==> src/rtl/game_defines.svh <==
`ifndef GAME_DEFINES_SVH
`define GAME_DEFINES_SVH

// entries in the target buffer, power of two
`define TARGET_FIFO_DEPTH 4

// countdown steps shown per memorize phase
`define COUNT_START 3

// clock cycles per countdown step (one second on the board)
`define TICKS_PER_STEP 4

// beeper hold after a wrong guess, in cycles
`define BEEP_CYCLES 8

// must be nonzero or the lfsr locks up
`define LFSR_SEED 7'h5A

`endif

==> src/rtl/target_pkg.sv <==
`default_nettype none

package target_pkg;

    // one target as shown on the leds and set on the switches
    typedef logic [6:0] target_t;

    typedef enum logic [1:0]
    {
        LVL_NONE,
        LVL_1,
        LVL_2,
        LVL_3
    } level_e;

    // number of low target bits a level compares
    function automatic logic [2:0] level_width(level_e lvl);
        case (lvl)
            LVL_1:   return 3'd5;
            LVL_2:   return 3'd6;
            LVL_3:   return 3'd7;
            default: return 3'd0;
        endcase
    endfunction

endpackage

`default_nettype wire

==> src/rtl/game_state_pkg.sv <==
`default_nettype none

package game_state_pkg;

    // controller states of the memory game
    typedef enum logic [2:0]
    {
        ST_OFF,
        ST_READY,
        ST_FETCH,
        ST_SHOW,
        ST_WAIT,
        ST_JUDGE,
        ST_WIN
    } game_state_e;

endpackage

`default_nettype wire

==> src/rtl/target_if.sv <==
`timescale 1ns/1ps
`default_nettype none

// target stream from the buffer to the game controller
interface target_if;

    logic                valid;
    target_pkg::target_t target;
    logic                ready;
    logic                flush;

    modport buffer
    (
        output valid,
        output target,
        input  ready,
        input  flush
    );

    modport consumer
    (
        input  valid,
        input  target,
        output ready,
        output flush
    );

endinterface

`default_nettype wire

==> src/rtl/target_lfsr.sv <==
`timescale 1ns/1ps
`default_nettype none

`include "game_defines.svh"

module target_lfsr
(
    input  wire                 clk,
    input  wire                 sw,
    output logic                push_valid,
    input  logic                push_ready,
    output target_pkg::target_t push_target
);

    target_pkg::target_t lfsr_q;
    logic                valid_q;

    // x^7 + x^6 + 1, feedback from bits 6 and 5
    always_ff @(posedge clk or posedge sw)
    begin
        if (sw)
        begin
            lfsr_q <= `LFSR_SEED;
        end
        else if (push_valid && push_ready)
        begin
            lfsr_q <= {lfsr_q[5:0], lfsr_q[6] ^ lfsr_q[5]};
        end
    end

    // producer always has a target once out of reset
    always_ff @(posedge clk or posedge sw)
    begin
        if (sw)
            valid_q <= 1'b0;
        else
            valid_q <= 1'b1;
    end

    assign push_valid  = valid_q;
    assign push_target = lfsr_q;

    a_lfsr_nonzero: assert property (@(posedge clk) disable iff (sw) lfsr_q != '0)
        else $error("lfsr reached the all-zero lock-up state");

endmodule

`default_nettype wire

==> src/rtl/target_fifo.sv <==
`timescale 1ns/1ps
`default_nettype none

`include "game_defines.svh"

module target_fifo
(
    input  wire                 clk,
    input  wire                 sw,
    input  logic                push_valid,
    output logic                push_ready,
    input  target_pkg::target_t push_target,
    target_if.buffer            pop
);

    localparam int DEPTH = `TARGET_FIFO_DEPTH;
    localparam int PW    = (DEPTH > 1) ? $clog2(DEPTH) : 1;

    target_pkg::target_t mem [DEPTH];
    logic [PW-1:0]       wr_ptr_q;
    logic [PW-1:0]       rd_ptr_q;
    logic [PW:0]         count_q;
    logic                do_push;
    logic                do_pop;

    // no push while flushing so the producer keeps its value
    assign push_ready = (count_q != (PW+1)'(DEPTH)) && !pop.flush;
    assign do_push    = push_valid && push_ready;

    assign pop.valid  = (count_q != '0);
    assign pop.target = mem[rd_ptr_q];
    assign do_pop     = pop.valid && pop.ready;

    always_ff @(posedge clk)
    begin
        if (do_push)
            mem[wr_ptr_q] <= push_target;
    end

    always_ff @(posedge clk or posedge sw)
    begin
        if (sw)
        begin
            wr_ptr_q <= '0;
            rd_ptr_q <= '0;
            count_q  <= '0;
        end
        else if (pop.flush)
        begin
            wr_ptr_q <= '0;
            rd_ptr_q <= '0;
            count_q  <= '0;
        end
        else
        begin
            if (do_push)
                wr_ptr_q <= wr_ptr_q + 1'b1;
            if (do_pop)
                rd_ptr_q <= rd_ptr_q + 1'b1;
            // simultaneous push and pop leaves the count alone
            if (do_push && !do_pop)
                count_q <= count_q + 1'b1;
            else if (do_pop && !do_push)
                count_q <= count_q - 1'b1;
        end
    end

    a_count_range: assert property (@(posedge clk) disable iff (sw)
        count_q <= (PW+1)'(DEPTH))
        else $error("target fifo count out of range");

    a_push_empty: assert property (@(posedge clk) disable iff (sw)
        (count_q == '0 && do_push && !pop.flush) |=> pop.valid)
        else $error("target fifo not valid after push into empty buffer");

endmodule

`default_nettype wire

==> src/rtl/round_timer.sv <==
`timescale 1ns/1ps
`default_nettype none

`include "game_defines.svh"

module round_timer
(
    input  wire         clk,
    input  wire         sw,
    input  logic        load,
    output logic [3:0]  count,
    output logic        expired
);

    localparam int TW = (`TICKS_PER_STEP > 1) ? $clog2(`TICKS_PER_STEP) : 1;

    logic [TW-1:0] presc_q;
    logic [3:0]    count_q;
    logic          step;

    // one countdown step per prescaler wrap, only while counting
    assign step    = (count_q != '0) && (presc_q == TW'(`TICKS_PER_STEP - 1));
    assign expired = step && (count_q == 4'd1);
    assign count   = count_q;

    always_ff @(posedge clk or posedge sw)
    begin
        if (sw)
        begin
            count_q <= '0;
            presc_q <= '0;
        end
        else if (load)
        begin
            count_q <= 4'(`COUNT_START);
            presc_q <= '0;
        end
        else if (step)
        begin
            count_q <= count_q - 1'b1;
            presc_q <= '0;
        end
        else if (count_q != '0)
        begin
            presc_q <= presc_q + 1'b1;
        end
    end

    // timer parks at zero until reloaded
    a_expire_once: assert property (@(posedge clk) disable iff (sw)
        (expired && !load) |=> (count_q == '0) && !expired)
        else $error("round timer kept running after expiry");

endmodule

`default_nettype wire

==> src/rtl/game_fsm.sv <==
`timescale 1ns/1ps
`default_nettype none

`include "game_defines.svh"

module game_fsm
(
    input  wire                  clk,
    input  wire                  sw,
    input  logic                 enable,
    input  logic                 start,
    input  logic                 restart,
    input  target_pkg::target_t  guess,
    target_if.consumer           pull,
    output logic                 timer_load,
    input  logic                 timer_expired,
    output logic [15:0]          led,
    output target_pkg::level_e   level,
    output logic                 beep,
    output logic                 victory
);

    localparam int BW = $clog2(`BEEP_CYCLES + 1);

    game_state_pkg::game_state_e state_q;
    target_pkg::level_e          level_q;
    target_pkg::target_t         target_q;
    target_pkg::target_t         lvl_mask;
    logic [BW-1:0]               beep_cnt_q;
    logic                        match;
    logic                        judge_fail;

    // low bits compared at the current level
    always_comb
    begin
        for (int i = 0; i < 7; i++)
            lvl_mask[i] = (i < int'(target_pkg::level_width(level_q)));
    end

    assign match      = ((guess ^ target_q) & lvl_mask) == '0;
    assign judge_fail = enable && (state_q == game_state_pkg::ST_JUDGE) && !match;

    // pop and timer load share the fetch handshake
    assign pull.ready = enable && (state_q == game_state_pkg::ST_FETCH);
    assign timer_load = pull.ready && pull.valid;
    // lasts one cycle since the next state is off
    assign pull.flush = !enable && (state_q != game_state_pkg::ST_OFF);

    assign led     = (state_q == game_state_pkg::ST_SHOW) ? {9'b0, target_q & lvl_mask} : '0;
    assign level   = level_q;
    assign beep    = (beep_cnt_q != '0);
    assign victory = (state_q == game_state_pkg::ST_WIN);

    always_ff @(posedge clk or posedge sw)
    begin
        if (sw)
        begin
            state_q <= game_state_pkg::ST_OFF;
            level_q <= target_pkg::LVL_NONE;
        end
        else if (!enable)
        begin
            state_q <= game_state_pkg::ST_OFF;
            level_q <= target_pkg::LVL_NONE;
        end
        else
        begin
            case (state_q)
                game_state_pkg::ST_OFF:
                begin
                    state_q <= game_state_pkg::ST_READY;
                end
                game_state_pkg::ST_READY:
                begin
                    if (start)
                    begin
                        state_q <= game_state_pkg::ST_FETCH;
                        level_q <= target_pkg::LVL_1;
                    end
                end
                game_state_pkg::ST_FETCH:
                begin
                    if (pull.valid)
                        state_q <= game_state_pkg::ST_SHOW;
                end
                game_state_pkg::ST_SHOW:
                begin
                    if (restart)
                    begin
                        state_q <= game_state_pkg::ST_FETCH;
                        level_q <= target_pkg::LVL_1;
                    end
                    else if (timer_expired)
                    begin
                        state_q <= game_state_pkg::ST_WAIT;
                    end
                end
                game_state_pkg::ST_WAIT:
                begin
                    if (restart)
                    begin
                        state_q <= game_state_pkg::ST_FETCH;
                        level_q <= target_pkg::LVL_1;
                    end
                    else if (start)
                    begin
                        state_q <= game_state_pkg::ST_JUDGE;
                    end
                end
                game_state_pkg::ST_JUDGE:
                begin
                    // a miss replays the same level
                    if (match && level_q == target_pkg::LVL_3)
                        state_q <= game_state_pkg::ST_WIN;
                    else
                        state_q <= game_state_pkg::ST_FETCH;
                    if (match && level_q != target_pkg::LVL_3)
                        level_q <= target_pkg::level_e'(level_q + 2'd1);
                end
                game_state_pkg::ST_WIN:
                begin
                    if (restart)
                    begin
                        state_q <= game_state_pkg::ST_FETCH;
                        level_q <= target_pkg::LVL_1;
                    end
                end
                default:
                begin
                    state_q <= game_state_pkg::ST_OFF;
                    level_q <= target_pkg::LVL_NONE;
                end
            endcase
        end
    end

    // round target captured on the pop
    always_ff @(posedge clk)
    begin
        if (timer_load)
            target_q <= pull.target;
    end

    // beeper hold that power off cuts short
    always_ff @(posedge clk or posedge sw)
    begin
        if (sw)
            beep_cnt_q <= '0;
        else if (!enable)
            beep_cnt_q <= '0;
        else if (judge_fail)
            beep_cnt_q <= BW'(`BEEP_CYCLES);
        else if (beep_cnt_q != '0)
            beep_cnt_q <= beep_cnt_q - 1'b1;
    end

    a_led_mask: assert property (@(posedge clk) disable iff (sw)
        (led[15:7] == '0) && ((led[6:0] >> target_pkg::level_width(level_q)) == '0))
        else $error("led shows bits above the level width");

    a_quiet_off: assert property (@(posedge clk) disable iff (sw)
        (state_q == game_state_pkg::ST_OFF) |-> !beep)
        else $error("beep active while powered off");

endmodule

`default_nettype wire

==> src/rtl/memory_game_top.sv <==
`timescale 1ns/1ps
`default_nettype none

module memory_game_top
(
    input  wire         clk,
    input  wire         sw,
    input  wire         enable,
    input  wire         start,
    input  wire         restart,
    input  wire  [6:0]  guess,
    output logic [15:0] led,
    output logic [1:0]  level,
    output logic [3:0]  countdown,
    output logic        beep,
    output logic        victory
);

    logic                push_valid;
    logic                push_ready;
    target_pkg::target_t push_target;
    logic                timer_load;
    logic                timer_expired;

    // buffer to controller stream
    target_if tgt_if ();

    target_lfsr u_lfsr
    (
        .clk         (clk),
        .sw          (sw),
        .push_valid  (push_valid),
        .push_ready  (push_ready),
        .push_target (push_target)
    );

    target_fifo u_fifo
    (
        .clk         (clk),
        .sw          (sw),
        .push_valid  (push_valid),
        .push_ready  (push_ready),
        .push_target (push_target),
        .pop         (tgt_if.buffer)
    );

    game_fsm u_fsm
    (
        .clk           (clk),
        .sw            (sw),
        .enable        (enable),
        .start         (start),
        .restart       (restart),
        .guess         (guess),
        .pull          (tgt_if.consumer),
        .timer_load    (timer_load),
        .timer_expired (timer_expired),
        .led           (led),
        .level         (level),
        .beep          (beep),
        .victory       (victory)
    );

    round_timer u_timer
    (
        .clk     (clk),
        .sw      (sw),
        .load    (timer_load),
        .count   (countdown),
        .expired (timer_expired)
    );

endmodule

`default_nettype wire

==> config.mk <==
export PLATFORM = sky130hd
export DESIGN_NAME = memory_game_top
export DESIGN_NICKNAME = d
export VERILOG_FILES = /design/src/rtl/target_pkg.sv /design/src/rtl/game_state_pkg.sv /design/src/rtl/target_if.sv /design/src/rtl/target_lfsr.sv /design/src/rtl/target_fifo.sv /design/src/rtl/round_timer.sv /design/src/rtl/game_fsm.sv /design/src/rtl/memory_game_top.sv
export VERILOG_INCLUDE_DIRS = /design/src /design/src/rtl
export SDC_FILE = /design/constraint.sdc
export NUM_CORES = 1
export LEC_CHECK = 0
export BUFFER_PORTS_ARGS = -buffer_cell sky130_fd_sc_hd__buf_2
export CAP_MARGIN = 25
export CORE_MARGIN = 3
export CORE_UTILIZATION = 55
export CTS_CLUSTER_DIAMETER = 40
export DETAILED_ROUTE_END_ITERATION = 8
export PLACE_DENSITY_LB_ADDON = 0.25
export SLEW_MARGIN = 20
export SYNTH_ARGS = -nofsm -noshare
export SYNTH_HDL_FRONTEND = slang
export SYNTH_SLANG_ARGS = --single-unit
==> constraint.sdc <==
create_clock -name clk -period 3.8 [get_ports clk]
set_clock_uncertainty 0.1 [all_clocks]
set_input_delay 0.19 -clock clk [delete_from_list [all_inputs] [get_ports clk]]
set_output_delay 0.19 -clock clk [all_outputs]
set_load 0.1 [all_outputs]
==> results.toml, run 1 <==
[logic_synthesis]
synth.cell_area_um2 = 3310
yosysSeqAreaShare = 0.546
yosys.cell_types.count = 52
synth_top_area_cell = "edfxtp_1"
synthCells = 263
avgSynthCellArea_um2 = 12.6
synthFlopType = "edfxtp_1"
ys_ff_latch = 65
synthDominantCellAreaShare = 0.317
synth_top_cells_by_area = "edfxtp_1 32%, dfrtp_1 20%, ha_1 5.3%"
synth-edff-count = 35
synthTopCellsByCount = "35 x edfxtp_1, 26 x dfrtp_1, 22 x nor2_1"
synthArstFlopShare = 0.462
yosys_warnings = 0
yosysMostFrequentCell = "edfxtp_1"

[global_route]
grt_start_max_net_pins = 23
antenna_found_initial = 0
grt_pass1_vias = 1974
grt-ovfl-total = 0
grtUsageTotal = 0.165
grt_pass1_wl_mm = 9.22

[route]
drt-vias-per-instance = 5.41
drtIter0Drc = 188
first_pass_iters = 4
drt_wl_total_mm = 5.32
vias = 1995
route.detailed.drc = 0
wl_per_cell_um = 14.4
antenna_left = 0

[timing]
setup_violations = 0
fin_crit_sh = 0.769
maxSlewHeadroom = 0.510
period_minus_slack_ps = 2920
setup_ws_ps = 878
rsz0062_at_grt = "no"
final_hold_viol_count = 0
setup_tns_ps = 0
slew_viol_final = 0
worst_slew_pin_slew_ps = 732
max_freq_mhz = 342

[critical_path]
slowest_stage = "dfrtp_1"
cpMostUsedCell = "nor2_1"
worst-path-buf-inv = 0
cpLargestDelayFamily = "simple AND/OR/NAND/NOR gates"
path_class = "flip-flop to flip-flop"
critPathArrivalTime_ps = 3070
crit_required_ps = 3950
timing.critical_path.fanout_max = 17
startpoint_type = "flip-flop"
max_stage_delay_ps = 620
cp_cell_sequence = "nor3_1 -> nor2_1 -> nor2_1 -> ha_1 -> fa_1 -> xnor2_1 -> or3_1 -> a21oi_1"
endpoint_kind = "flip-flop"

[final_layout]
antenna_cells = 0
final_nets = 319
areaGrowthSynthToFinish_pct = 10.0
drive_gt1_frac = 0.205
nFillCells = 444
fin_util = 0.642

[power]
p_leak_nw = 1.53
p_per_area_nw_per_um2 = 641
ir_worst_vdd_v = 0.000522

[place]
port_buffers = 26
place.gp.congestion = 0.796
place_ws_ps = 933
hpwl_mm = 3.85

[die]
io_pins = 36
num_rows = 27
dieArea_um2 = 6990
die_x_um = 83.6
start_util = 0.584
die_h_um = 83.6
core_area_um2 = 5680

[clocking]
path_clk_slew_ps = 60
cts_hold_buf = 1
cts_tree = "done"
htreeDepth = 3
cts_resized = 0
clock_latency_ps = 330
cts_sinks = 65
cts_setup_buffers = 0
cts_root_buffer = "clkbuf_8"
cts_made_buffers = 9
clockBufferDepth = 2

[worst_hold_path]
hp-class = "input pin to flip-flop"

[job]
maxCapViolations = 0

[run_status]
status = "completed"
==> flip-flops by register name (all words and copies together), names as in the netlist <==
register,cells
u_fifo.mem,28
u_fsm.target_q,7
u_lfsr.push_target,7
u_fsm.beep_cnt_q,4
u_timer.count,4
u_fifo.count_q,3
u_fsm.state_q,3
u_fifo.rd_ptr_q,2
u_fifo.wr_ptr_q,2
u_fsm.level,2
u_timer.presc_q,2
u_lfsr.push_valid,1
==> final timing paths <==
path                                    endpoint  depth (start not counted)  slack, ps               start
min in group asynchronous     u_timer.presc_q[1]                          3        310                  sw
max                            u_fifo.count_q[2]                          8        880    u_fsm.state_q[0]
max in group asynchronous  u_lfsr.push_target[1]                          4       2600                  sw
min reg2reg                   u_timer.presc_q[1]                          2        430  u_timer.presc_q[1]
min                          u_fsm.beep_cnt_q[3]                          2         70              enable
max reg2reg                    u_fifo.count_q[2]                          8        880    u_fsm.state_q[0]
==> metal layers <==
| layer | GRT usage | part of all wire | routed length, um | up-vias |
|---|---|---|---|---|
| met1 | 0.224 | 0.47 | 2520 | 948 |
| met2 | 0.256 | 0.46 | 2420 | 54 |
| li1 | - | - | - | 982 |
| met3 | 0.0355 | 0.054 | 286 | 11 |
| met5 | 0 | 0 | 0 | - |
| met4 | 0.0716 | 0.017 | 92 | 0 |
==> stage by stage <==
stage	area (um2)	power [W]	instances	hold slack [ps]
after floorplan	3350	0.00171	271	178
after global placement	3460	0.00183	352	123
after detailed placement	3460	0.00185	352	132
after CTS	3640	0.00236	369	51.2
after global routing	3640	0.00249	369	66.7
final	3640	0.00234	369	69.2
==> cells in the final DEF, fill, tap and decap left out, drive strengths merged, types with 2 or more instances in the layout <==
cell | netlist | layout
mux4 | 7 | 7
clkinvlp | 0 | 2
o21ai | 4 | 4
or3 | 4 | 4
and3 | 2 | 2
a31oi | 2 | 2
ha | 14 | 14
nand3 | 3 | 3
nor3b | 2 | 2
nand3b | 3 | 3
nor3 | 9 | 9
a211o | 2 | 2
conb | 2 | 10
dfrtp | 26 | 26
buf | 15 | 28
nand2 | 10 | 10
edfxtp | 35 | 35
xor2 | 7 | 7
a21o | 3 | 3
nor2 | 22 | 22
a2111oi | 2 | 2
mux2i | 3 | 3
o31ai | 3 | 3
and2 | 8 | 8
mux2 | 9 | 9
dfstp | 4 | 4
nand2b | 2 | 2
xnor2 | 10 | 10
inv | 19 | 20
nor4b | 2 | 2
or3b | 3 | 3
clkbuf | 4 | 12
o211ai | 4 | 4
a21oi | 7 | 7
==> report_power, final <==
| part | leakage [nW] | internal [W] | switching [W] | total (W) |
|---|---|---|---|---|
| registers | 0.709 | 0.000888 | 0.000112 | 0.00100 |
| clock network | 0.0807 | 0.000255 | 0.000245 | 0.000500 |
| logic | 0.741 | 0.000274 | 0.000561 | 0.000835 |
| total | 1.53 | 0.00142 | 0.000918 | 0.00234 |
==> kinds of logic (layout without fill, tap and decap cells) <==
family / count (synthesis) / after routing / synth area share
fa+ha+maj: 15 / 15 / 0.0589
other cells: 2 / 10 / 0.00227
xor+xnor: 17 / 17 / 0.0450
buf+inv: 38 / 64 / 0.0582
mux: 19 / 19 / 0.0873
compound gates: 34 / 34 / 0.0820
simple gates: 73 / 73 / 0.121
flops: 65 / 65 / 0.546
==> area by class of cell <==
class / count / area [um2] / area share
Clock buffer: 12 / 145 / 0.0398
Timing Repair Buffer: 29 / 155 / 0.0426
Sequential cell: 65 / 1810 / 0.496
Inverter: 19 / 71.3 / 0.0196
Clock inverter: 4 / 27.5 / 0.00755
Multi-Input combinational cell: 168 / 1350 / 0.370
Tap cell: 72 / 90.1 / 0.0247
Note: power is estimated with default switching activity, not from simulation.
==> run 2: changes to the inputs <==
- clock period: 3.8 -> 2.8 ns (I/O delays scaled with it)
==> run 2 against run 1 <==
  * Sequential share of layout area fell by 1.4 points
  * Global-route usage rose by 0.84 points
  * Total power rose by 45%
  * Die area did not move
  * Worst setup slack got worse by 550 ps
  * Clock-buffer cell count fell by 2
  * Sequential cell count did not move
  * Worst hold slack improved by 120 ps
  * Wire length rose by 3.0%
  * Final cell count rose by 1.9%
  * Register-to-register slack got worse by 480 ps
  * Critical endpoint unchanged
  * Largest cell class unchanged
==> results.toml, run 2 (synthesis results as in run 1) <==
[run_status]
status = "completed"

[route]
wl_per_cell_um = 14.6
drt-vias-per-instance = 5.41
first_pass_iters = 4
antenna_left = 0
route.detailed.drc = 0
vias = 2035
drt_wl_total_mm = 5.48
drtIter0Drc = 105

[global_route]
grt_pass1_vias = 2078
gr-usage-met2 = 0.268
grtUsageMet3 = 0.0464
grt_pass1_wl_mm = 9.63
grtUsageTotal = 0.173
use_met1 = 0.231
antenna_found_initial = 0
grt_start_max_net_pins = 31
grt.busiest_layer = "met2"
grt-ovfl-total = 0

[power]
pwr-share-clk = 0.257
switching_power_w = 0.00128
p_comb_frac = 0.345
p_per_area_nw_per_um2 = 900
p_seq_frac = 0.398
intPower_w = 0.00210
p_leak_nw = 1.60
switching_share = 0.379
ir_worst_vdd_v = 0.000764

[place]
place.gp.congestion = 0.760
post-place-cells = 358
hpwl_mm = 3.82
port_buffers = 26

[clocking]
cts_tree = "done"
htreeDepth = 3
cts_sinks = 65
clockBufferDepth = 2
path_clk_slew_ps = 70
cts_setup_buffers = 0
cts_root_buffer = "clkbuf_8"
cts_made_buffers = 9
clock_latency_ps = 340

[critical_path]
critPathArrivalTime_ps = 2640
worst-path-buf-inv = 2
timing.critical_path.fanout_max = 8
endpoint_kind = "flip-flop"
slowest_stage = "dlygate4sd3_1"
cp_cell_sequence = "dlygate4sd3_1 -> buf_2 -> nand3b_1 -> or3_1 -> ha_1 -> fa_1 -> xnor2_1 -> or3_1 -> a21oi_1"
cpLargestDelayFamily = "simple AND/OR/NAND/NOR gates"
startpoint_type = "input pin"
crit_required_ps = 2970
max_stage_delay_ps = 520
cpMostUsedCell = "or3_1"
path_class = "input pin to flip-flop"

[final_layout]
layout_common_cells = "35 x edfxtp_1, 26 x buf_2, 26 x dfrtp_1"
final_common_cell = "edfxtp_1"
nFillCells = 420
final_nets = 326
instances_no_fill = 376
antenna_cells = 0
top_register = "u_fifo.mem"
drive_gt1_frac = 0.230
areaGrowthSynthToFinish_pct = 13.3
largest_reg_flops = 28

[timing]
final_hold_viol_count = 0
maxSlewHeadroom = 0.622
setup_tns_ps = 0
fin_crit_sh = 0.883
max_freq_mhz = 405
period_minus_slack_ps = 2470
slew_viol_final = 0
worst_slew_pin_slew_ps = 567
setup_violations = 0
rsz0062_at_grt = "no"

[job]
maxCapViolations = 0

[die]
io_pins = 36
core_area_um2 = 5680
die_x_um = 83.6
num_rows = 27
die_h_um = 83.6
start_util = 0.584
dieArea_um2 = 6990

[worst_hold_path]
hp-class = "input pin to flip-flop"
## run 2: path summary, 6_finish.rpt
kind / from / to / slack [ps] / cells after the start
setup reg to reg: u_fsm.state_q[0] / u_fifo.count_q[2] / 400 / 7
hold reg to reg: u_timer.presc_q[1] / u_timer.presc_q[1] / 450 / 2
setup / recovery: enable / u_fifo.count_q[2] / 330 / 9
hold / removal: start / u_fsm.state_q[1] / 190 / 4
max in group asynchronous: sw / u_lfsr.push_target[6] / 1960 / 4
min in group asynchronous: sw / u_timer.presc_q[1] / 310 / 4
## run 2: through the flow
step | utilization | cell area [um2] | setup slack, ps | hold WS [ps] | total power, W
3_5_place_dp | 0.619 | 3510 | 413 | 141 | 0.00253
4_1_cts | 0.661 | 3750 | 340 | 185 | 0.00341
6_report | 0.661 | 3750 | 328 | 192 | 0.00338
3_3_place_gp | 0.619 | 3510 | 473 | 139 | 0.00250
5_1_grt | 0.661 | 3750 | 216 | 226 | 0.00360
2_1_floorplan | - | 3360 | 86.2 | 128 | 0.00232
## run 2: repair_timing
action | CTS | global route
hold buffers | 2 | 0
resized for setup | 0 | 0
hold endpoints to repair | 27 | 0
## run 2: final cells by class
| cell class | instances | area (um2) | area share |
|---|---|---|---|
| Multi-Input combinational cell | 168 | 1360 | 0.361 |
| Sequential cell | 65 | 1810 | 0.481 |
| Clock buffer | 10 | 128 | 0.0340 |
| Tap cell | 72 | 90.1 | 0.0240 |
| Clock inverter | 6 | 90.1 | 0.0240 |
| Timing Repair Buffer | 36 | 210 | 0.0560 |
| Inverter | 19 | 71.3 | 0.0190 |
## run 2: worst min-delay path, cell delays in order
cell and delay, ps:
buf_2 120, nor2_1 60, nor2_1 80, o221a_2 190
## run 2: per-layer routing
| layer | wire length [um] | vias to the layer above | share of wire |
|---|---|---|---|
| met4 | 112 | 0 | 0.020 |
| met1 | 2510 | 984 | 0.46 |
| met5 | 0 | - | 0 |
| met3 | 287 | 12 | 0.052 |
| met2 | 2570 | 48 | 0.47 |
| li1 | - | 991 | - |
## run 2: power groups by stage
stage               sequential, W  combinational, W  clock (W)
detailed placement        0.00136           0.00116          0
global route              0.00137           0.00129   0.000939
global placement          0.00135           0.00115          0
finish                    0.00134           0.00117   0.000870
floorplan                 0.00154          0.000788          0
CTS                       0.00135           0.00118   0.000887
